## src/logic/core_pkg.sv

```systemverilog
package core_pkg;

    localparam int XLEN = 32;
    localparam int DMEM_WORDS = 256;
    localparam int DMEM_AW = $clog2(DMEM_WORDS);
    localparam logic [31:0] EXIT_PC = 32'hffffff00;

    // rv32i major opcodes
    localparam logic [6:0] OPC_OP     = 7'b0110011;
    localparam logic [6:0] OPC_OP_IMM = 7'b0010011;
    localparam logic [6:0] OPC_LUI    = 7'b0110111;
    localparam logic [6:0] OPC_LOAD   = 7'b0000011;
    localparam logic [6:0] OPC_STORE  = 7'b0100011;

    localparam logic [2:0] F3_ADD_SUB = 3'b000;
    localparam logic [2:0] F3_XOR     = 3'b100;
    localparam logic [2:0] F3_OR      = 3'b110;
    localparam logic [2:0] F3_AND     = 3'b111;
    localparam logic [2:0] F3_WORD    = 3'b010;
    localparam logic [6:0] F7_BASE    = 7'b0000000;
    localparam logic [6:0] F7_ALT     = 7'b0100000;

    typedef logic [XLEN-1:0] uint_x_t;
    typedef logic [31:0]     inst_pc_t;
    typedef logic [7:0]      iid_t;
    typedef logic [4:0]      reg_addr_t;

    typedef union packed {
        struct packed {
            logic [6:0] funct7;
            reg_addr_t  rs2;
            reg_addr_t  rs1;
            logic [2:0] funct3;
            reg_addr_t  rd;
            logic [6:0] opcode;
        } r_fmt;
        struct packed {
            logic [11:0] imm;
            reg_addr_t   rs1;
            logic [2:0]  funct3;
            reg_addr_t   rd;
            logic [6:0]  opcode;
        } i_fmt;
        struct packed {
            logic [6:0] imm_hi;
            reg_addr_t  rs2;
            reg_addr_t  rs1;
            logic [2:0] funct3;
            logic [4:0] imm_lo;
            logic [6:0] opcode;
        } s_fmt;
    } inst_word_u;

    typedef enum logic [2:0] {
        ALU_ADD    = 3'd0,
        ALU_SUB    = 3'd1,
        ALU_AND    = 3'd2,
        ALU_OR     = 3'd3,
        ALU_XOR    = 3'd4,
        ALU_PASS_B = 3'd5
    } alu_op_e;

    typedef enum logic [0:0] {
        WB_ALU = 1'b0,
        WB_MEM = 1'b1
    } wb_sel_e;

    typedef struct packed {
        alu_op_e   alu_op;
        logic      use_imm;
        logic      mem_wen;
        wb_sel_e   wb_sel;
        logic      rf_wen;
        reg_addr_t wb_addr;
        reg_addr_t rs1;
        reg_addr_t rs2;
    } ctrl_t;

    typedef struct packed {
        logic       valid;
        inst_pc_t   pc;
        inst_word_u inst;
        iid_t       inst_id;
    } issue_t;

    typedef struct packed {
        logic     valid;
        inst_pc_t pc;
        iid_t     inst_id;
        ctrl_t    ctrl;
        uint_x_t  imm;
    } ex_op_t;

    typedef struct packed {
        logic     valid;
        inst_pc_t pc;
        iid_t     inst_id;
        ctrl_t    ctrl;
        uint_x_t  alu_out;
        uint_x_t  store_data;
    } mem_op_t;

    typedef struct packed {
        logic     valid;
        inst_pc_t pc;
        iid_t     inst_id;
        ctrl_t    ctrl;
        uint_x_t  alu_out;
        uint_x_t  mem_rdata;
    } wb_op_t;

    typedef struct packed {
        logic      valid;
        logic      rf_wen;
        reg_addr_t wb_addr;
        uint_x_t   data;
    } fwd_t;

    typedef struct packed {
        logic      valid;
        inst_pc_t  pc;
        iid_t      inst_id;
        reg_addr_t rd;
        logic      wen;
        uint_x_t   wdata;
    } retire_t;

endpackage

```

## src/logic/register_file.sv

```systemverilog
`timescale 1ns/10ps

module register_file (
    input  logic                clk,
    input  core_pkg::reg_addr_t raddr1_i,
    input  core_pkg::reg_addr_t raddr2_i,
    output core_pkg::uint_x_t   rdata1_o,
    output core_pkg::uint_x_t   rdata2_o,
    input  logic                we_i,
    input  core_pkg::reg_addr_t waddr_i,
    input  core_pkg::uint_x_t   wdata_i
);

    core_pkg::uint_x_t regs [32];

    always_ff @(posedge clk) begin
        // x0 stays hardwired
        if (we_i && waddr_i != '0) begin
            regs[waddr_i] <= wdata_i;
        end
    end

    always_comb begin
        if (raddr1_i == '0) begin
            rdata1_o = '0;
        end else begin
            rdata1_o = regs[raddr1_i];
        end
    end

    always_comb begin
        if (raddr2_i == '0) begin
            rdata2_o = '0;
        end else begin
            rdata2_o = regs[raddr2_i];
        end
    end

endmodule

```

## config.mk

```make
export PLATFORM = sky130hd
export DESIGN_NAME = register_file
export DESIGN_NICKNAME = d
export VERILOG_FILES = /design/src/logic/core_pkg.sv /design/src/logic/register_file.sv
export SDC_FILE = /design/constraint.sdc
export NUM_CORES = 1
export LEC_CHECK = 0
export BUFFER_PORTS_ARGS = -buffer_cell sky130_fd_sc_hd__buf_2
export CAP_MARGIN = 20
export CORE_ASPECT_RATIO = 1.25
export CORE_MARGIN = 2
export CORE_UTILIZATION = 45
export DETAILED_ROUTE_END_ITERATION = 10
export PLACE_DENSITY = 0.67
export SLEW_MARGIN = 20
export SYNTH_ARGS = -nofsm -noshare
export SYNTH_HDL_FRONTEND = slang
export SYNTH_SLANG_ARGS = --single-unit
```

## constraint.sdc

```tcl
create_clock -name clk -period 4.2 [get_ports clk]
set_input_delay 0.21 -clock clk [delete_from_list [all_inputs] [get_ports clk]]
set_output_delay 0.21 -clock clk [all_outputs]
set_load 0.03 [all_outputs]
```

== Yosys cells after proc, flatten, opt, wreduce, memory -nomap -nowiden ==
Memory sizes are Yosys's and may differ from the RTL's.
Index checks and enable logic that the tools add are counted.

* Mux-type cells: 4
* Reduce and logical (&&, ||, !) cells: 4

{| class="wikitable"
|+ Operators with widths
! cell !! number
|-
| $mux W32 || 2
|-
| $logic_not A5 Y1 || 2
|-
| $reduce_bool A5 Y1 || 1
|-
| $mux W1 || 2
|-
| $logic_and A1 B1 Y1 || 1
|}

* Flip-flop bits (word level): 0
* RAM bits: 1024
* Output and inout port bits: 64
* Logic and storage cells: 9
* Memories kept: 1

{| class="wikitable"
|+ Memory list
! name !! words !! width !! read ports !! clocked after memory_dff !! wr ports !! RTL line !! source
|-
| regs || 32 || 32 || 2 || 0 || 1 || register_file.sv:14 || <nowiki>core_pkg::uint_x_t regs [32];</nowiki>
|}

== Depth between registers and ports, before layout ==
* Word-level depth: 4
* Mapped depth: 8
* Depth with buffers taken out: 4

== Worst setup path before layout ==
OpenSTA, ideal clock, no wires.

* Kind: input-to-reg
* Start: input waddr_i[1]
* End: memory regs[12][0] (netlist bit), enable pin
* Arrival: 2.209 ns
* Data required time: 3.779 ns
* Slack: 1.570 ns
* Stages on the path: 3
* Path buffers: 1
* Path through: or3b_2 clkbuf_1 nor2_1

* Word-level cells in the longest chain between the ends: 4

{| class="wikitable"
|+ Ends and longest elaborated chain
! item !! RTL line !! source
|-
| from (decl) || register_file.sv:10 || <nowiki>input core_pkg::reg_addr_t waddr_i,</nowiki>
|-
| $reduce_bool A5 Y1 || register_file.sv:18 || <nowiki>if (we_i && waddr_i != '0) begin</nowiki>
|-
| $logic_and A1 B1 Y1 || register_file.sv:18 ||
|-
| $mux W1 || register_file.sv:18 ||
|-
| $mux W1 (not written as such) || register_file.sv:19 || <nowiki>regs[waddr_i] <= wdata_i;</nowiki>
|-
| to (decl) || register_file.sv:14 ||
|}

Parallel ways exist; a longest one is shown, timed or not.

== Final worst setup path ==
* Start: input raddr1_i[2]
* End: output rdata1_o[22]

* Word-level cells in the longest chain between the ends: 2
* Elaborated cells between the ends (all ways): 3
* Classes of those cells: mux: 1; reduce/logical: 1; memory: 1

{| class="wikitable"
|+ Ends and longest elaborated chain
! item !! RTL line !! source
|-
| from (decl) || register_file.sv:5 || <nowiki>input core_pkg::reg_addr_t raddr1_i,</nowiki>
|-
| $mem_v2 Z32 W32 / $logic_not A5 Y1 (equally long branches) || n/a ||
|-
| $mux W32 (*) || register_file.sv:24 || <nowiki>if (raddr1_i == '0) begin</nowiki>
|-
| to (decl) || register_file.sv:7 || <nowiki>output core_pkg::uint_x_t rdata1_o,</nowiki>
|}

Mark *: on every way between the ends. The rest lies on a longest branch, timed or not.

==> summary.md <==
| Metric | Value |
|---|---|
| Vias/cell | 6.904 |
| Final ANT Viol Nets | 0 |
| GRT Overall Usage | 27.57% |
| Ys Warns | 0 |
| Ys flop type | edfxtp_1 |
| Final cell utilization of the core | 51.37% |
| CTS buffer count | 96 |
| Period utilization | 77.23% |
| Hold Buf Count CTS | 15 |
| Worst Hold Depth | 1 |
| WL per Instance | 35.87 um |
| Synth-to-layout area growth | 12.97% |
| Slew HR | 19.27% |
| Biggest register | regs |
| DP Area | 50690 um2 |
| Asr flop ratio synth | 0% |
| DPL Wire Length | 87590 um |
| Setup bufs post-CTS | 0 |
| Die ar. | 109100 um2 |
| Largest net degree at the start of global routing | 96 |
| Final setup margin | 0.9565 ns |
| Cell Pwr Density | 421.0 nW/um2 |
| Post-synth EDFFs | 1024 |
| Largest cells by area after synthesis | edfxtp_1 (64%), mux4_2 (15%), mux2i_1 (6.7%), mux4_1 (2.0%), mux2_2 (1.5%) |
| Detailed-route via count | 29108 |
| Top Registers | regs x1024 |
| WS Path Type | in2out |
| Share of cells above drive strength 1 | 29.63% |
| Syn_area_per_cell | 18.68 um2 |
| Post-synth top area share | 64.19% |
| Global-route wire length before repair | 213300 um |
| Die Wd | 295.8 um |
| Final instance area | 54120 um2 |
| Number of synthesized register bits | 1024 |
| Result of the run | completed |
| Initial Util | 45.48% |
| Nature of the critical path endpoint | primary output |
| Place WS | 0.9467 ns |
| Critical Path Fanout Max | 60 |
| Leak pwr | 17.66 nW |
| Post-synthesis sequential area ratio | 64.19% |
| Top post-synthesis cells by count | edfxtp_1 (1024), mux2i_1 (320), mux4_2 (316) |
| Yosys top cell by area | edfxtp_1 |
| Worst setup SP type | input pin |
| Slew @ Worst Pin | 1.208 ns |
| CP arrival | 3.03 ns |
| Final setup fails | 0 |
| Initial DRC count | 4184 |
| Grt ovf | 0 |
| HP Class | in2reg |
| # DRC | 0 |
| Max cap viols | 0 |
| Clock sink total | 1024 |
| RSZ-0062 raised after global routing | no |
| Core area | 105300 um2 |
| CTS tree | done |
| Setup TNS | 0 ns |
| Most numerous cell in the Yosys netlist | edfxtp_1 |
| Initial antenna violation count | 3 |
| Row count | 133 |
| Detailed Routing Iterations Pass 1 | 5 |
| CP Data Required Time | 3.99 ns |
| GP Congestion | 0.8732 |
| Post-synthesis instance area | 47900 um2 |
| Final Hold Fails | 0 |
| Die height | 368.8 um |
| Fmax | 308.3 MHz |
| CTS HTree Levels | 3 |
| DRT Wirelength | 151200 um |
| IO Pins | 113 |
| Clock buffer depth | 3 |
| Worst-path clk slew | 0.06 ns |
| Synth unique cells | 39 |
| Vias in the first global route | 29344 |
| Min cycle time layout | 3.243 ns |
| Peak VDD IR | 312.9 uV |
| Post-Synthesis Cells | 2564 |
| Final Slew Violations | 0 |
| Post-CTS sizing | 0 |
| Max reg flops | 1024 |
| Final #Nets | 2767 |
| IO Port Bufs | 112 |
| Clk root buf | clkbuf_16 |
[placed cells by master, fill, tap and decap left out, types with 36 or more instances in the layout]
cell       netlist  layout
a211oi_1        53      53
a221oi_1        38      38
a22oi_1         64      64
buf_2           50     105
buf_4           53      90
clkbuf_16        0      98
edfxtp_1      1024    1024
mux2_2          64      64
mux2i_1        320     320
mux4_1          36      36
mux4_2         316     316
nand2_1         85      85
o21ai_0         50      50
o221ai_1        64      64
[per-layer routing]
layer | GRT usage (%) | vias to the layer above | wire length [um]
li1 | - | 11334 | -
met1 | 35.62 | 15356 | 55150
met2 | 44.79 | 1970 | 73360
met3 | 5.341 | 446 | 14950
met4 | 13.41 | 2 | 7759
met5 | 0 | - | 14
[cells by family after synthesis]
kind of cell | after synthesis | share of synthesized area, %
mux | 736 | 25.02
simple gates | 212 | 2.184
other cells | 1 | 0.007828
compound gates | 374 | 6.154
flops | 1024 | 64.19
buf+inv | 217 | 2.445
[layout make-up]
| class | instances | area [um2] |
|---|---|---|
| clock buffers | 114 | 2512 |
| fillers | 8245 | 51220 |
| multi-input cells | 1354 | 16400 |
| inverters | 2 | 8.758 |
| well taps | 1417 | 1773 |
| diodes | 1 | 2.502 |
| clock inverters | 64 | 760.7 |
| repair buffers | 240 | 1914 |
| flip-flops and latches | 1024 | 30750 |
[worst max-delay path: stages]
cell,delay [ns]
buf_8,0.40
buf_4,0.89
mux4_2,0.42
mux2_2,0.31
a221oi_2,0.42
a211oi_2,0.06
buf_2,0.20
[path summary, 6_finish.rpt]
path | endpoint | from | slack (ns)
max | rdata1_o[22] | raddr1_i[2] | 0.96
min | regs[2][26]$_DFFE_PP_ | wdata_i[26] | 0.02
[where the power goes]
| group | total (mW) | internal [mW] | switching, mW |
|---|---|---|---|
| Combinational | 2.16 | 0.794 | 1.37 |
| Clock | 9.16 | 5.32 | 3.84 |
| Sequential | 11.5 | 11.4 | 0.0687 |
| Total | 22.8 | 17.5 | 5.27 |
[per-stage QoR]
stage | std cells | hold WS [ns] | power, mW
2_1_floorplan | 2595 | 0.3089 | 13.00
3_3_place_gp | 4022 | 0.6834 | 13.76
3_5_place_dp | 4022 | 0.7081 | 13.80
6_report | 4216 | 0.02252 | 22.78
4_1_cts | 4215 | 0.001524 | 22.82
5_1_grt | 4216 | 0.04091 | 23.32
(Power assumes the default switching activity.)
