===== src/logic/core_pkg.sv =====
package core_pkg;

    localparam int XLEN = 32;
    localparam int DMEM_WORDS = 256;
    localparam int DMEM_AW = $clog2(DMEM_WORDS);
    localparam logic [31:0] EXIT_PC = 32'hffffff00;

    // rv32i major opcodes
    localparam logic [6:0] OPC_OP     = 7'b0110011;
    localparam logic [6:0] OPC_OP_IMM = 7'b0010011;
    localparam logic [6:0] OPC_LUI    = 7'b0110111;
    localparam logic [6:0] OPC_LOAD   = 7'b0000011;
    localparam logic [6:0] OPC_STORE  = 7'b0100011;

    localparam logic [2:0] F3_ADD_SUB = 3'b000;
    localparam logic [2:0] F3_XOR     = 3'b100;
    localparam logic [2:0] F3_OR      = 3'b110;
    localparam logic [2:0] F3_AND     = 3'b111;
    localparam logic [2:0] F3_WORD    = 3'b010;
    localparam logic [6:0] F7_BASE    = 7'b0000000;
    localparam logic [6:0] F7_ALT     = 7'b0100000;

    typedef logic [XLEN-1:0] uint_x_t;
    typedef logic [31:0]     inst_pc_t;
    typedef logic [7:0]      iid_t;
    typedef logic [4:0]      reg_addr_t;

    typedef union packed {
        struct packed {
            logic [6:0] funct7;
            reg_addr_t  rs2;
            reg_addr_t  rs1;
            logic [2:0] funct3;
            reg_addr_t  rd;
            logic [6:0] opcode;
        } r_fmt;
        struct packed {
            logic [11:0] imm;
            reg_addr_t   rs1;
            logic [2:0]  funct3;
            reg_addr_t   rd;
            logic [6:0]  opcode;
        } i_fmt;
        struct packed {
            logic [6:0] imm_hi;
            reg_addr_t  rs2;
            reg_addr_t  rs1;
            logic [2:0] funct3;
            logic [4:0] imm_lo;
            logic [6:0] opcode;
        } s_fmt;
    } inst_word_u;

    typedef enum logic [2:0] {
        ALU_ADD    = 3'd0,
        ALU_SUB    = 3'd1,
        ALU_AND    = 3'd2,
        ALU_OR     = 3'd3,
        ALU_XOR    = 3'd4,
        ALU_PASS_B = 3'd5
    } alu_op_e;

    typedef enum logic [0:0] {
        WB_ALU = 1'b0,
        WB_MEM = 1'b1
    } wb_sel_e;

    typedef struct packed {
        alu_op_e   alu_op;
        logic      use_imm;
        logic      mem_wen;
        wb_sel_e   wb_sel;
        logic      rf_wen;
        reg_addr_t wb_addr;
        reg_addr_t rs1;
        reg_addr_t rs2;
    } ctrl_t;

    typedef struct packed {
        logic       valid;
        inst_pc_t   pc;
        inst_word_u inst;
        iid_t       inst_id;
    } issue_t;

    typedef struct packed {
        logic     valid;
        inst_pc_t pc;
        iid_t     inst_id;
        ctrl_t    ctrl;
        uint_x_t  imm;
    } ex_op_t;

    typedef struct packed {
        logic     valid;
        inst_pc_t pc;
        iid_t     inst_id;
        ctrl_t    ctrl;
        uint_x_t  alu_out;
        uint_x_t  store_data;
    } mem_op_t;

    typedef struct packed {
        logic     valid;
        inst_pc_t pc;
        iid_t     inst_id;
        ctrl_t    ctrl;
        uint_x_t  alu_out;
        uint_x_t  mem_rdata;
    } wb_op_t;

    typedef struct packed {
        logic      valid;
        logic      rf_wen;
        reg_addr_t wb_addr;
        uint_x_t   data;
    } fwd_t;

    typedef struct packed {
        logic      valid;
        inst_pc_t  pc;
        iid_t      inst_id;
        reg_addr_t rd;
        logic      wen;
        uint_x_t   wdata;
    } retire_t;

endpackage


===== src/logic/writeback_stage.sv =====
`timescale 1ns/10ps

module writeback_stage (
    input  logic                clk,
    input  logic                rst_i,
    input  core_pkg::wb_op_t    wb_op_i,
    output core_pkg::fwd_t      wb_fwd_o,
    output logic                rf_we_o,
    output core_pkg::reg_addr_t rf_waddr_o,
    output core_pkg::uint_x_t   rf_wdata_o,
    output core_pkg::retire_t   retire_o,
    output core_pkg::uint_x_t   inst_count_o,
    output logic                exit_o
);

    core_pkg::uint_x_t wb_data;
    core_pkg::iid_t    saved_id_q;
    logic              id_seen_q;
    logic              is_new_inst;
    core_pkg::uint_x_t inst_count_q;
    core_pkg::retire_t retire_q;
    logic              exit_q;

    assign wb_data = (wb_op_i.ctrl.wb_sel == core_pkg::WB_MEM) ? wb_op_i.mem_rdata
                                                               : wb_op_i.alu_out;

    // a replayed id is dropped
    assign is_new_inst = wb_op_i.valid && (!id_seen_q || saved_id_q != wb_op_i.inst_id);

    assign rf_we_o = is_new_inst && wb_op_i.ctrl.rf_wen && wb_op_i.ctrl.wb_addr != '0;
    assign rf_waddr_o = wb_op_i.ctrl.wb_addr;
    assign rf_wdata_o = wb_data;

    assign wb_fwd_o = '{valid: is_new_inst, rf_wen: wb_op_i.ctrl.rf_wen,
                        wb_addr: wb_op_i.ctrl.wb_addr, data: wb_data};

    always_ff @(posedge clk) begin
        if (rst_i) begin
            id_seen_q <= 1'b0;
            inst_count_q <= '0;
            exit_q <= 1'b0;
        end else begin
            if (wb_op_i.valid) begin
                id_seen_q <= 1'b1;
                saved_id_q <= wb_op_i.inst_id;
            end
            if (is_new_inst) begin
                inst_count_q <= inst_count_q + 1'b1;
            end
            exit_q <= is_new_inst && wb_op_i.pc == core_pkg::EXIT_PC;
        end
    end

    always_ff @(posedge clk) begin
        retire_q <= '{valid: is_new_inst, pc: wb_op_i.pc, inst_id: wb_op_i.inst_id,
                      rd: wb_op_i.ctrl.wb_addr, wen: rf_we_o, wdata: wb_data};
        if (rst_i) begin
            retire_q.valid <= 1'b0;
        end
    end

    assign retire_o = retire_q;
    assign inst_count_o = inst_count_q;
    assign exit_o = exit_q;

endmodule


===== config.mk =====
export PLATFORM = sky130hd
export DESIGN_NAME = writeback_stage
export DESIGN_NICKNAME = d
export VERILOG_FILES = /design/src/logic/core_pkg.sv /design/src/logic/writeback_stage.sv
export SDC_FILE = /design/constraint.sdc
export NUM_CORES = 1
export LEC_CHECK = 0
export BUFFER_PORTS_ARGS = -buffer_cell sky130_fd_sc_hd__buf_2
export CAP_MARGIN = 30
export CORE_AREA = 3 3 122 124
export DETAILED_ROUTE_END_ITERATION = 7
export DIE_AREA = 0 0 125 127
export GPL_ROUTABILITY_DRIVEN = 0
export PLACE_DENSITY = 0.75
export SYNTH_ARGS = -nofsm -noshare
export SYNTH_HDL_FRONTEND = slang
export SYNTH_SLANG_ARGS = --single-unit

===== constraint.sdc =====
create_clock -name clk -period 2.1 [get_ports clk]
set_input_delay 0.42 -clock clk [delete_from_list [all_inputs] [get_ports clk]]
set_output_delay 0.42 -clock clk [all_outputs]
set_load 0.01 [all_outputs]

=== Yosys cells after proc, flatten, opt, wreduce, memory -nomap -nowiden ===
Cells that the tools add are included.

* Memories kept: 0
* Bits in read-only memories: 0
* Input bits: 129
* Flip-flop bits (word level): 121
* RAM bits: 0
* Word-level logic and storage cells: 23
* Bits in latches: 0

* Div/mod/pow operators: 0
* Multiplexer cells: 1
* Bitwise gates (word level): 1
* $mul: 0
* Equality and inequality tests: 2
* Shifts and indexed selects: 0
* Reductions and logical operators: 8
* Order comparisons: 0
* Add/subtract/negate cells: 1

{| class="wikitable"
|+ Operators with widths
! cell !! count
|-
| $add 32x1->32 const B || 1
|-
| $eq 32x32->1 const B || 1
|-
| $mux 32 || 1
|-
| $ne 8x8->1 || 1
|-
| $reduce_bool 5->1 || 1
|-
| $logic_and 1x1->1 || 4
|-
| $reduce_and 2->1 || 1
|-
| $logic_not 1->1 || 1
|-
| $logic_or 1x1->1 || 1
|-
| $not 1->1 || 1
|}

=== Logic depth before layout (Yosys ltp) ===
* Word-level depth: 5
* Depth in mapped cells: 7
* Mapped depth without buffers: 6

=== Worst setup path before layout ===
OpenSTA, ideal clock, no wires.

* Kind: input to output
* Start: in wb_op_i[88] (netlist bit)
* End: out wb_fwd_o[38] (netlist bit)
* Setup slack: 146 ps
* Data required time: 1680 ps
* Arrival: 1534 ps
* Stages on the path: 5
* Buffers on the path: 1
* Path through: xnor2_1 > nand3_1 > o31ai_2 > inv_1 > buf_4

* Cells in the longest elaborated chain, start to end: 3

{| class="wikitable"
|+ RTL lines
! item !! RTL line !! text
|-
| start: declaration || writeback_stage.sv:6 || <nowiki>input core_pkg::wb_op_t wb_op_i,</nowiki>
|-
| $ne 8x8->1 || writeback_stage.sv:28 || <nowiki>assign is_new_inst = wb_op_i.valid && (!id_seen_q || saved_id_q != wb_op_i.inst_id);</nowiki>
|-
| $logic_or 1x1->1 || writeback_stage.sv:28 ||
|-
| $logic_and 1x1->1 || writeback_stage.sv:28 ||
|-
| end: declaration || writeback_stage.sv:7 || <nowiki>output core_pkg::fwd_t wb_fwd_o,</nowiki>
|}

No other way between the ends.

=== Worst setup path in the final report ===
* Start: reg saved_id_q[1]
* End: out rf_we_o

* Cells in the longest elaborated chain, start to end: 5

{| class="wikitable"
|+ RTL lines
! item !! RTL line !! text
|-
| start: declaration || writeback_stage.sv:17 || <nowiki>core_pkg::iid_t saved_id_q;</nowiki>
|-
| start signal: assignment || writeback_stage.sv:45 || <nowiki>saved_id_q <= wb_op_i.inst_id;</nowiki>
|-
| $ne 8x8->1 || writeback_stage.sv:28 ||
|-
| $logic_or 1x1->1 || writeback_stage.sv:28 ||
|-
| $logic_and 1x1->1 || writeback_stage.sv:28 ||
|-
| $logic_and 1x1->1 (2 in a row) || writeback_stage.sv:30 || <nowiki>assign rf_we_o = is_new_inst && wb_op_i.ctrl.rf_wen && wb_op_i.ctrl.wb_addr != '0;</nowiki>
|-
| end: declaration || writeback_stage.sv:8 || <nowiki>output logic rf_we_o,</nowiki>
|}

No other way between the ends.

==> metrics <==
worst vdd ir=781 µV; final antenna-violating net count=0; # setup viols final=0; met2 usage in global routing=0.304; Total Wirelength=between 10000 and 15000 µm; ys async rst share=0; largest cells by area after synthesis=dfxtp_1 (52%), mux2_2 (8.6%), buf_4 (7.6%), edfxtp_1 (5.5%), a21oi_1 (2.9%); Die H=around 130 µm; DP Wirelength=~11000 µm; FILL cells=roughly 1300; Synth area leader=dfxtp_1; Die W=~130 µm; WP data required=between 1.5 and 2 ns; vias in the first global route=3870; WL/cell=about 16 µm; global route overflow=0; CTS Buf Count=17; Ys Warns=0; synth unique cells=39; GRT Total Usage=0.166; met1 Use GR=0.169; Avg Inst Size Synth=~11 µm²; Post-DP Area=about 6000 µm²; worst-margin pin slew=roughly 0.42 ns; largest net degree at the start of global routing=19; finished layout cell area=around 6500 µm²; critical path peak fanout=3; max-slew violation count=0; EDFF count, synth=8; met3 Usage GRT=0.0740; Synth Instances=between 300 and 400; minimum clock period=2.08 ns; TritonCTS clock tree=yes; critical path type=register to output port; antenna violations before repair=1; first-pass GRT wire length=20500 µm; Max Root-Sink Buffers=2; Area growth, synth to finish=49.8%; Mapped Nets=516; Final Cycle Share=0.993; Sink Count=121; latest clock arrival within the worst-skew pair=approximately 0.41 ns; Starting Density=0.313; sequential-to-total area share from yosys stat=0.576; HP Class=input pin to register; Pwr Total=roughly 6.1 mW; Die Outline Area=15900 µm²; Synth top area share=0.521; Mapped Area=4340 µm²; leakage=approximately 3.0 nW; share of cells above drive strength 1=0.587; startpoint class of the critical path=register; Vias/cell=between 4 and 5; Arr. time, crit path=1.66 ns; Final Util=0.469; core area=roughly 14000 µm²; vias=around 3800; CP endpoint kind=output port; Clock Pin Slew Worst Setup and Hold Paths=roughly 0.060 ns; # DRC=0; First DRT Iteration DRCs=approximately 140; nets@finish=between 700 and 800; clock skew=roughly 0.006 ns; IO buf count=about 300; Top FF cell, synth=dfxtp_1; Fmax=between 400 and 500 MHz; status=completed; CTS Root Cell=clkbuf_16; FF+latch count, synth=about 120; FP Rows=between 40 and 50; RSZ-0062 raised after global routing=true; Fin. Hold Viols=0; PD cells=942 nW/µm²; I/O pin count=318; H-tree depth=4; GR peak layer=met2; TritonRoute pass-1 iters=4; MaxCap Viol Count=0; Worst slew margin=0.715
## path summary, 6_finish.rpt
| check | to | start | slack (ns) | cells past startpoint |
|---|---|---|---|---|
| max | rf_we_o | saved_id_q[1] | 0.02 | 5 |
| min | retire_o[47] | wb_op_i[95] | 0.12 | 1 |
| max reg2reg | inst_count_o[31] | saved_id_q[3] | 0.22 | 8 |
| min reg2reg | inst_count_o[31] | inst_count_o[31] | 0.48 | 2 |
## critical path: stages (launching register included)
cell      delay, ns
edfxtp_1       0.41
xnor2_2        0.16
nand4_2        0.18
o31ai_4        0.29
nor2_2         0.08
buf_2          0.14
## registers in the layout (all words and copies together) (netlist names)
| signal | flops |
|---|---|
| id_seen_q | 1 |
| exit_o | 1 |
| saved_id_q | 8 |
| inst_count_o | 32 |
| retire_o | 79 |
## metrics by stage
step	hold WS [ns]	std cells	worst slack [ns]	setup TNS (ns)
2_1_floorplan	0.438	386	0.146	0
3_3_place_gp	0.452	829	0.128	0
3_5_place_dp	0.476	829	0.0971	0
4_1_cts	0.101	861	-0.0996	-0.140
5_1_grt	0.0996	863	-0.117	-0.233
6_report	0.121	863	0.0155	0
## report_power, final
part | internal [mW] | switching (mW)
combinational | 0.301 | 0.350
clock | 1.96 | 1.05
sequential | 2.44 | 0.0343
## per-layer routing
metal | share of wire | wire length, µm | vias up
met3 | 0.083 | 1130 | 10
met4 | 0.011 | 153 | 0
met2 | 0.55 | 7450 | 138
li1 | - | - | 1889
met5 | 0 | 0 | -
met1 | 0.36 | 4900 | 1800
## layout by cell type, fill, tap and decap left out, drive strengths merged, types with 5 or more instances in the layout
cell type	count
mux2	33
nand4	15
nand2	12
dfxtp	113
nand3	9
clkbuf	20
edfxtp	8
inv	11
clkinv	6
o31ai	7
or4	5
or3	20
o21ai	22
a21oi	25
buf	318
nor2	19
xnor2	11
## layout make-up
class	count	area [µm²]	share of cell area
clock buffer	20	468	0.0719
sequential	121	2500	0.385
tap	180	225	0.0346
clock inverter	12	145	0.0223
timing repair buffer	318	1640	0.253
inverter	10	37.5	0.00577
multi-input combinational	201	1480	0.228
antenna	1	2.50	0.000385
## cell usage after synthesis, types with 2 or more instances
library cell  number
a21oi_1           25
buf_1              3
buf_4             44
clkbuf_1           5
dfxtp_1          113
edfxtp_1           8
inv_1             10
mux2_2            33
nand2_1           12
nand3_1            9
nand4_1           12
nand4_2            2
nor2_1            19
nor3_1             4
nor4_1             2
o21ai_0           17
o21ai_1            5
o311ai_2           3
o31ai_1            5
o31ai_2            2
or3_1             20
or4_1              5
xnor2_1           11
xor2_1             2
## cell families after synthesis
logic type | after synthesis | synth area share
DFF | 121 | 0.576
and+or+nand+nor | 95 | 0.130
buffers and inverters | 64 | 0.0954
AOI/OAI and AO/OA | 58 | 0.0818
muxes | 34 | 0.0879
xor gates and xnor gates | 13 | 0.0262
adders and majority gates | 1 | 0.00288
## repair_timing
action	in CTS	in global routing
setup endpoints to repair	2	2
gates cloned	0	0
hold buffers	0	0
resized for setup	1	7
buffers inserted	0	1
hold endpoints to repair	0	0
Note: power is estimated with default switching activity, not from simulation.
