==> src/logic/core_pkg.sv <==
package core_pkg;

    localparam int XLEN = 32;
    localparam int DMEM_WORDS = 256;
    localparam int DMEM_AW = $clog2(DMEM_WORDS);
    localparam logic [31:0] EXIT_PC = 32'hffffff00;

    // rv32i major opcodes
    localparam logic [6:0] OPC_OP     = 7'b0110011;
    localparam logic [6:0] OPC_OP_IMM = 7'b0010011;
    localparam logic [6:0] OPC_LUI    = 7'b0110111;
    localparam logic [6:0] OPC_LOAD   = 7'b0000011;
    localparam logic [6:0] OPC_STORE  = 7'b0100011;

    localparam logic [2:0] F3_ADD_SUB = 3'b000;
    localparam logic [2:0] F3_XOR     = 3'b100;
    localparam logic [2:0] F3_OR      = 3'b110;
    localparam logic [2:0] F3_AND     = 3'b111;
    localparam logic [2:0] F3_WORD    = 3'b010;
    localparam logic [6:0] F7_BASE    = 7'b0000000;
    localparam logic [6:0] F7_ALT     = 7'b0100000;

    typedef logic [XLEN-1:0] uint_x_t;
    typedef logic [31:0]     inst_pc_t;
    typedef logic [7:0]      iid_t;
    typedef logic [4:0]      reg_addr_t;

    typedef union packed {
        struct packed {
            logic [6:0] funct7;
            reg_addr_t  rs2;
            reg_addr_t  rs1;
            logic [2:0] funct3;
            reg_addr_t  rd;
            logic [6:0] opcode;
        } r_fmt;
        struct packed {
            logic [11:0] imm;
            reg_addr_t   rs1;
            logic [2:0]  funct3;
            reg_addr_t   rd;
            logic [6:0]  opcode;
        } i_fmt;
        struct packed {
            logic [6:0] imm_hi;
            reg_addr_t  rs2;
            reg_addr_t  rs1;
            logic [2:0] funct3;
            logic [4:0] imm_lo;
            logic [6:0] opcode;
        } s_fmt;
    } inst_word_u;

    typedef enum logic [2:0] {
        ALU_ADD    = 3'd0,
        ALU_SUB    = 3'd1,
        ALU_AND    = 3'd2,
        ALU_OR     = 3'd3,
        ALU_XOR    = 3'd4,
        ALU_PASS_B = 3'd5
    } alu_op_e;

    typedef enum logic [0:0] {
        WB_ALU = 1'b0,
        WB_MEM = 1'b1
    } wb_sel_e;

    typedef struct packed {
        alu_op_e   alu_op;
        logic      use_imm;
        logic      mem_wen;
        wb_sel_e   wb_sel;
        logic      rf_wen;
        reg_addr_t wb_addr;
        reg_addr_t rs1;
        reg_addr_t rs2;
    } ctrl_t;

    typedef struct packed {
        logic       valid;
        inst_pc_t   pc;
        inst_word_u inst;
        iid_t       inst_id;
    } issue_t;

    typedef struct packed {
        logic     valid;
        inst_pc_t pc;
        iid_t     inst_id;
        ctrl_t    ctrl;
        uint_x_t  imm;
    } ex_op_t;

    typedef struct packed {
        logic     valid;
        inst_pc_t pc;
        iid_t     inst_id;
        ctrl_t    ctrl;
        uint_x_t  alu_out;
        uint_x_t  store_data;
    } mem_op_t;

    typedef struct packed {
        logic     valid;
        inst_pc_t pc;
        iid_t     inst_id;
        ctrl_t    ctrl;
        uint_x_t  alu_out;
        uint_x_t  mem_rdata;
    } wb_op_t;

    typedef struct packed {
        logic      valid;
        logic      rf_wen;
        reg_addr_t wb_addr;
        uint_x_t   data;
    } fwd_t;

    typedef struct packed {
        logic      valid;
        inst_pc_t  pc;
        iid_t      inst_id;
        reg_addr_t rd;
        logic      wen;
        uint_x_t   wdata;
    } retire_t;

endpackage

==> src/logic/execute_stage.sv <==
`timescale 1ns/10ps

module execute_stage (
    input  logic                clk,
    input  logic                rst_i,
    input  core_pkg::ex_op_t    ex_op_i,
    output core_pkg::reg_addr_t rs1_addr_o,
    output core_pkg::reg_addr_t rs2_addr_o,
    input  core_pkg::uint_x_t   rs1_data_i,
    input  core_pkg::uint_x_t   rs2_data_i,
    input  core_pkg::fwd_t      mem_fwd_i,
    input  core_pkg::fwd_t      wb_fwd_i,
    output core_pkg::mem_op_t   mem_op_o
);

    core_pkg::uint_x_t op_a;
    core_pkg::uint_x_t rs2_val;
    core_pkg::uint_x_t op_b;
    core_pkg::uint_x_t alu_out;
    core_pkg::mem_op_t mem_op_q;

    // youngest producer wins, x0 never forwarded
    function automatic core_pkg::uint_x_t resolve(
        input core_pkg::reg_addr_t addr,
        input core_pkg::uint_x_t   rf_data,
        input core_pkg::fwd_t      mem_fwd,
        input core_pkg::fwd_t      wb_fwd
    );
        core_pkg::uint_x_t val;
        if (addr == '0) begin
            val = '0;
        end else if (mem_fwd.valid && mem_fwd.rf_wen && mem_fwd.wb_addr == addr) begin
            val = mem_fwd.data;
        end else if (wb_fwd.valid && wb_fwd.rf_wen && wb_fwd.wb_addr == addr) begin
            val = wb_fwd.data;
        end else begin
            val = rf_data;
        end
        return val;
    endfunction

    assign rs1_addr_o = ex_op_i.ctrl.rs1;
    assign rs2_addr_o = ex_op_i.ctrl.rs2;

    assign op_a = resolve(ex_op_i.ctrl.rs1, rs1_data_i, mem_fwd_i, wb_fwd_i);
    assign rs2_val = resolve(ex_op_i.ctrl.rs2, rs2_data_i, mem_fwd_i, wb_fwd_i);
    assign op_b = ex_op_i.ctrl.use_imm ? ex_op_i.imm : rs2_val;

    always_comb begin
        case (ex_op_i.ctrl.alu_op)
            core_pkg::ALU_ADD:    alu_out = op_a + op_b;
            core_pkg::ALU_SUB:    alu_out = op_a - op_b;
            core_pkg::ALU_AND:    alu_out = op_a & op_b;
            core_pkg::ALU_OR:     alu_out = op_a | op_b;
            core_pkg::ALU_XOR:    alu_out = op_a ^ op_b;
            core_pkg::ALU_PASS_B: alu_out = op_b;
            default:              alu_out = '0;
        endcase
    end

    always_ff @(posedge clk) begin
        mem_op_q <= '{valid: ex_op_i.valid, pc: ex_op_i.pc, inst_id: ex_op_i.inst_id,
                      ctrl: ex_op_i.ctrl, alu_out: alu_out, store_data: rs2_val};
        if (rst_i) begin
            mem_op_q.valid <= 1'b0;
        end
    end

    assign mem_op_o = mem_op_q;

endmodule

==> config.mk <==
export PLATFORM = sky130hd
export DESIGN_NAME = execute_stage
export DESIGN_NICKNAME = d
export VERILOG_FILES = /design/src/logic/core_pkg.sv /design/src/logic/execute_stage.sv
export SDC_FILE = /design/constraint.sdc
export NUM_CORES = 1
export LEC_CHECK = 0
export ABC_AREA = 0
export BUFFER_PORTS_ARGS = -buffer_cell sky130_fd_sc_hd__buf_4
export CAP_MARGIN = 0
export CORE_AREA = 3 3 146 148
export CTS_CLUSTER_DIAMETER = 150
export DETAILED_ROUTE_END_ITERATION = 8
export DIE_AREA = 0 0 149 151
export PLACE_DENSITY = 0.79
export SLEW_MARGIN = 20
export SYNTH_ARGS = -nofsm -noshare
export SYNTH_HDL_FRONTEND = slang
export SYNTH_SLANG_ARGS = --single-unit
==> constraint.sdc <==
create_clock -name clk -period 6.21 [get_ports clk]
set_clock_uncertainty 0.05 [all_clocks]
set_input_delay 0.3105 -clock clk [delete_from_list [all_inputs] [get_ports clk]]
set_output_delay 0.3105 -clock clk [all_outputs]
set_load 0.02 [all_outputs]
### Yosys cells after proc, flatten, opt, wreduce, memory -nomap -nowiden

Index checks and enable logic that the tools add are counted.

| operators by class | value |
|---|---|
| bitwise logic cells | 3 |
| add/sub/neg operators | 2 |
| multiplexer cells | 8 |
| equality and inequality tests | 9 |
| reduce and logical (&&, ||, !) cells | 9 |

Operators by type and width:

| operator | count |
|---|---|
| 2-to-1 mux 32 bit | 7 |
| case mux 32 bit (6 select lines) | 1 |
| adder 32 bit | 1 |
| AND 32 bit | 1 |
| OR 32 bit | 1 |
| subtractor 32 bit | 1 |
| bitwise XOR 32 bit | 1 |
| == test 5 bit | 4 |
| logical NOT 5 bit | 2 |
| == test 3 x 2 -> 1 bit, second input constant | 2 |
| == test 3 bit, second input constant | 2 |
| logical AND 1 bit | 6 |
| == test 3 x 1 -> 1 bit, second input constant | 1 |
| logical NOT 3 bit | 1 |

| storage, ports and cells | value |
|---|---|
| logic and storage cells | 44 |
| output and inout port bits | 137 |
| input bits | 239 |
| register bits | 127 |

### Logic depth before layout (Yosys ltp)

| depth | value |
|---|---|
| word-level depth | 8 |
| mapped depth | 26 |
| mapped depth without buffers | 22 |

### Least setup slack after synthesis

OpenSTA, ideal clock, no wires.

| timing path | value |
|---|---|
| path kind | input to register |
| start | input ex_op_i[36] in the netlist's numbering |
| end | register mem_op_q (netlist bit mem_op_o[63]) |
| data required time | 6.047 ns |
| data arrival time | 5.201 ns |
| stages | 23 |
| path buffers | 2 |
| library setup time | 0.113 ns |
| path slack | 0.846 ns |
| cell sequence | xor2_1 -> or4_1 -> buf_2 -> buf_2 -> o21ai_1 -> a31oi_1 -> a22oi_1 -> ha_1 -> inv_1 -> nor3_2 -> a21oi_1 -> xnor2_1 -> ha_1 -> a211oi_1 -> nor3b_1 -> or4b_2 -> o211ai_1 -> a31oi_1 -> o21ai_0 -> or4_1 -> a31o_1 -> o2111a_1 -> nand2_1 |

| on the way | value |
|---|---|
| longest elaborated chain between the ends | 8 |
| elaborated cells between the ends (all ways) | 15 |

Ends and longest elaborated chain:

| item | RTL line | RTL |
|---|---|---|
| start, declared | execute_stage.sv:6 | `input core_pkg::ex_op_t ex_op_i,` |
| == test 5 bit | execute_stage.sv:34 | `end else if (wb_fwd.valid && wb_fwd.rf_wen && wb_fwd.wb_addr == addr) begin` |
| logical AND 1 bit | execute_stage.sv:34 |  |
| 2-to-1 mux 32 bit | execute_stage.sv:34 |  |
| 2-to-1 mux 32 bit | execute_stage.sv:32 | `end else if (mem_fwd.valid && mem_fwd.rf_wen && mem_fwd.wb_addr == addr) begin` |
| 2-to-1 mux 32 bit * | execute_stage.sv:30 | `if (addr == '0) begin` |
| 2-to-1 mux 32 bit * | execute_stage.sv:47 | `assign op_b = ex_op_i.ctrl.use_imm ? ex_op_i.imm : rs2_val;` |
| subtractor 32 bit, or another cell as far along | execute_stage.sv:52 | `core_pkg::ALU_SUB: alu_out = op_a - op_b;` |
| case mux 32 bit (6 select lines) * | execute_stage.sv:50 | `case (ex_op_i.ctrl.alu_op)` |
| net alu_out[31] | execute_stage.sv:19 | `core_pkg::uint_x_t alu_out;` |
| end signal, assigned | execute_stage.sv:62 | `mem_op_q <= '{valid: ex_op_i.valid, pc: ex_op_i.pc, inst_id: ex_op_i.inst_id,` |
| end, declared | execute_stage.sv:20 | `core_pkg::mem_op_t mem_op_q;` |

Mark *: on every way through the listed nets, which the timed path passes. The rest lies on a longest branch.
A chain may end at the register's enable or synchronous reset.

### Worst setup path after layout

| timing path | value |
|---|---|
| start | input ex_op_i[34] in the netlist's numbering |
| end | register mem_op_q (netlist bit mem_op_o[53]) |

Same word-level chain as after synthesis.

==> impl_metrics.env <==
export IMPL_outcome="finished, final reports clean"
export IMPL_wl_per_cell_microns=24.13
export IMPL_clockBufferDepth=2
export IMPL_grt_overflow=0
export IMPL_slew_headroom=0.3132
export IMPL_period_share=0.9544
export IMPL_drive_above_1_share=0.3060
export IMPL_min_period_ps=5927
export IMPL_pin_count=376
export IMPL_synth_seq_area_share=0.2692
export IMPL_multi_input_comb_area_sq_um=6305
export IMPL_largest_reg_flops=127
export IMPL_syn_area_sq_um=9443
export IMPL_initial_core_util=0.4682
export IMPL_hold_path_class="primary input to register"
export IMPL_ys_flop_type="dfxtp_1"
export IMPL_grt_pass1_vias=10640
export IMPL_cts_tree="yes"
export IMPL_drc_errors=0
export IMPL_p_per_area_nw_per_um2=227.0
export IMPL_wl_met1_microns=17130
export IMPL_post_cts_buffers=0
export IMPL_placed_area_sq_um=12570
export IMPL_synth_seq_cells=127
export IMPL_leakagePower_nw=6.714
export IMPL_synth_cell_type_count=71
export IMPL_timing_hold_ws_ps=17.84
export IMPL_num_rows=52
export IMPL_synth_edf_count=0
export IMPL_critPathRequiredTime_ps=6490
export IMPL_worstPathArrival_ps=6210
export IMPL_track_usage=0.3781
export IMPL_cts_buffers=17
export IMPL_seqCellArea_sq_um=2542
export IMPL_grt_pass1_wl_microns=64650
export IMPL_final_antenna_net_count=0
export IMPL_drt_initial_drc_count=1416
export IMPL_vias_per_cell=6.020
export IMPL_setup_tns_ps=0
export IMPL_core_area_sq_um=20170
export IMPL_gp_congestion=1.019
export IMPL_grt_max_degree=75
export IMPL_dr_wl_met3_microns=4865
export IMPL_clk_pin_slew_ps=80
export IMPL_maxSlewViolCount=0
export IMPL_grt_antenna_before_repair=3
export IMPL_worstPathCellList="dlygate4sd3_1 -> buf_4 -> xnor2_1 -> nand3_1 -> buf_4 -> nor2_1 -> a211oi_1 -> o21a_1 -> nand4_1 -> or2_1 -> o31ai_1 -> xnor2_1 -> ha_1 -> nor3b_1 -> or4b_2 -> or2_2 -> a31oi_1 -> o21bai_1 -> a21o_1 -> a21oi_1 -> xor2_1 -> o21ai_0"
export IMPL_die_h_microns=151
export IMPL_drtPass1Iterations=9
export IMPL_drt_total_wl_microns=44890
export IMPL_synth_nets=1500
export IMPL_cts_sinks=127
export IMPL_avgSynthCellArea_sq_um=8.112
export IMPL_fin_area_sq_um=13760
export IMPL_async_flop_share=0
export IMPL_finalSetupViolations=0
export IMPL_vdd_ir_drop_max_v=0.0001832
export IMPL_crit_type="primary input to register"
export IMPL_layout_nets=1911
export IMPL_power_total_mw=3.123
export IMPL_cp_max_fo=36
export IMPL_h_tree_depth=4
export IMPL_syn2layout_area_growth_pct=45.73
export IMPL_critPathMaxStageDelay_ps=660
export IMPL_setup_worst_path_end_class="register"
export IMPL_die_w_microns=149
export IMPL_worst_pin_slew_ps=1026
export IMPL_place_port_buffers=375
export IMPL_vias=11200
export IMPL_finalCoreUtilization=0.6823
export IMPL_max_cap_violations=0
export IMPL_yosysWarnings=0
export IMPL_die_area_sq_um=22500
export IMPL_fillers=1672
export IMPL_dpl_hpwl_microns=33950
export IMPL_finalHoldViolCount=0
export IMPL_dr_wl_met2_microns=20470
export IMPL_highest_layer="met5"
export IMPL_cp_start_kind="primary input"
export IMPL_ctsRootBufferMaster="clkbuf_16"
export IMPL_syn_instance_count=1164
export IMPL_slowest_stage="or4b_2"
export IMPL_max_clock_freq_mhz=168.7
[cell type report]
class / instances / share of cell area
Multi-Input combinational cell: 882 / 0.4582
Timing Repair Buffer: 472 / 0.2688
Inverter: 75 / 0.02046
Antenna cell: 2 / 0.0003637
Clock inverter: 15 / 0.01200
Sequential cell: 127 / 0.1848
Tap cell: 270 / 0.02455
Clock buffer: 17 / 0.03091
[through the flow]
step,std cells,setup slack [ps]
final,1860,283.5
after detailed placement,1769,-69.94
after floorplan,1164,846.4
after global routing,1860,-10.49
after global placement,1769,79.44
after CTS,1858,45.05
[logic make-up (layout without fill, tap and decap cells)]
| logic type | Yosys count | count (layout) | synth area share |
|---|---|---|---|
| AOI/OAI and AO/OA | 348 | 348 | 0.2512 |
| and+or+nand+nor | 329 | 329 | 0.1768 |
| buffers and inverters | 155 | 579 | 0.06784 |
| DFF | 127 | 127 | 0.2692 |
| adders and majority gates | 97 | 97 | 0.1293 |
| xor gates and xnor gates | 73 | 73 | 0.06851 |
| muxes | 35 | 35 | 0.03710 |
| other | 0 | 2 | 0 |
[worst max-delay path, delay by kind of cell]
| kind | cells | cell delay [ps] |
|---|---|---|
| AND/OR/NAND/NOR | 7 | 2070 |
| AO/OA/AOI/OAI | 8 | 1980 |
| buffers and inverters | 3 | 1110 |
| adder cells (fa/ha/maj) | 1 | 360 |
| XOR/XNOR | 3 | 350 |
[synthesized netlist by cell type (all sizes together) (4+ instances only)]
cell type | number | area (sq um)
a211oi | 12 | 90.09
a32oi | 6 | 60.06
nor4 | 4 | 37.53
and2 | 29 | 183.9
nor2 | 113 | 424.2
or2 | 6 | 37.54
nand2 | 51 | 191.4
or4 | 4 | 30.03
nor2b | 6 | 37.54
and3 | 12 | 75.07
nand3 | 41 | 205.2
a211o | 35 | 306.5
buf | 28 | 163.9
ha | 96 | 1201
a22oi | 28 | 284.0
xor2 | 20 | 175.2
nor3 | 28 | 161.4
o31a | 7 | 61.31
mux2i | 35 | 350.3
o21a | 8 | 60.06
o221ai | 14 | 122.6
a21oi | 69 | 345.3
a21o | 6 | 45.04
o211ai | 5 | 37.54
dfxtp | 127 | 2542
o31ai | 4 | 30.03
nand4 | 10 | 98.84
xnor2 | 53 | 471.7
o22ai | 12 | 75.07
a21boi | 11 | 82.58
o21ai | 80 | 400.4
or3 | 9 | 56.30
a31oi | 33 | 206.5
inv | 75 | 281.5
nand2b | 5 | 31.28
a222oi | 6 | 60.06
clkbuf | 52 | 195.2
[layout by cell type, fill, tap and decap left out, types with 15 or more instances in the layout]
cell type / count
buf_4: 414
dfxtp_1: 127
nor2_1: 111
ha_1: 96
inv_1: 73
a21oi_1: 69
dlygate4sd3_1: 57
o21ai_0: 55
xnor2_1: 52
nand2_1: 51
nand3_1: 40
mux2i_1: 35
a211o_1: 35
a31oi_1: 32
and2_1: 27
nor3_1: 25
o21ai_1: 24
xor2_1: 20
clkbuf_16: 17
a22oi_1: 15
[layer usage]
metal / vias to the layer above / global-route usage
li1: 5001 / -
met1: 5282 / 0.4764
met2: 747 / 0.5974
met3: 166 / 0.1032
met4: 2 / 0.1876
met5: - / 0
[worst paths after layout]
check,slack [ps],from,end,cells past startpoint
worst max-delay path,280,ex_op_i[34],mem_op_o[53]$_DFF_P_,22
worst min-delay path,20,ex_op_i[33],mem_op_o[65]$_DFF_P_,1
[power breakdown]
part,switching [mW],leakage [nW],internal [mW]
clock network,0.498,0.287,0.541
logic,0.657,5.36,0.508
registers,0.0279,1.07,0.891
total,1.18,6.71,1.94
[repair_timing]
action | in CTS | in global routing
hold endpoints to repair | 57 | 0
hold buffers | 57 | 0
endpoints found under the setup margin | 0 | 5
gates resized for setup | 0 | 9
(Power assumes the default switching activity.)
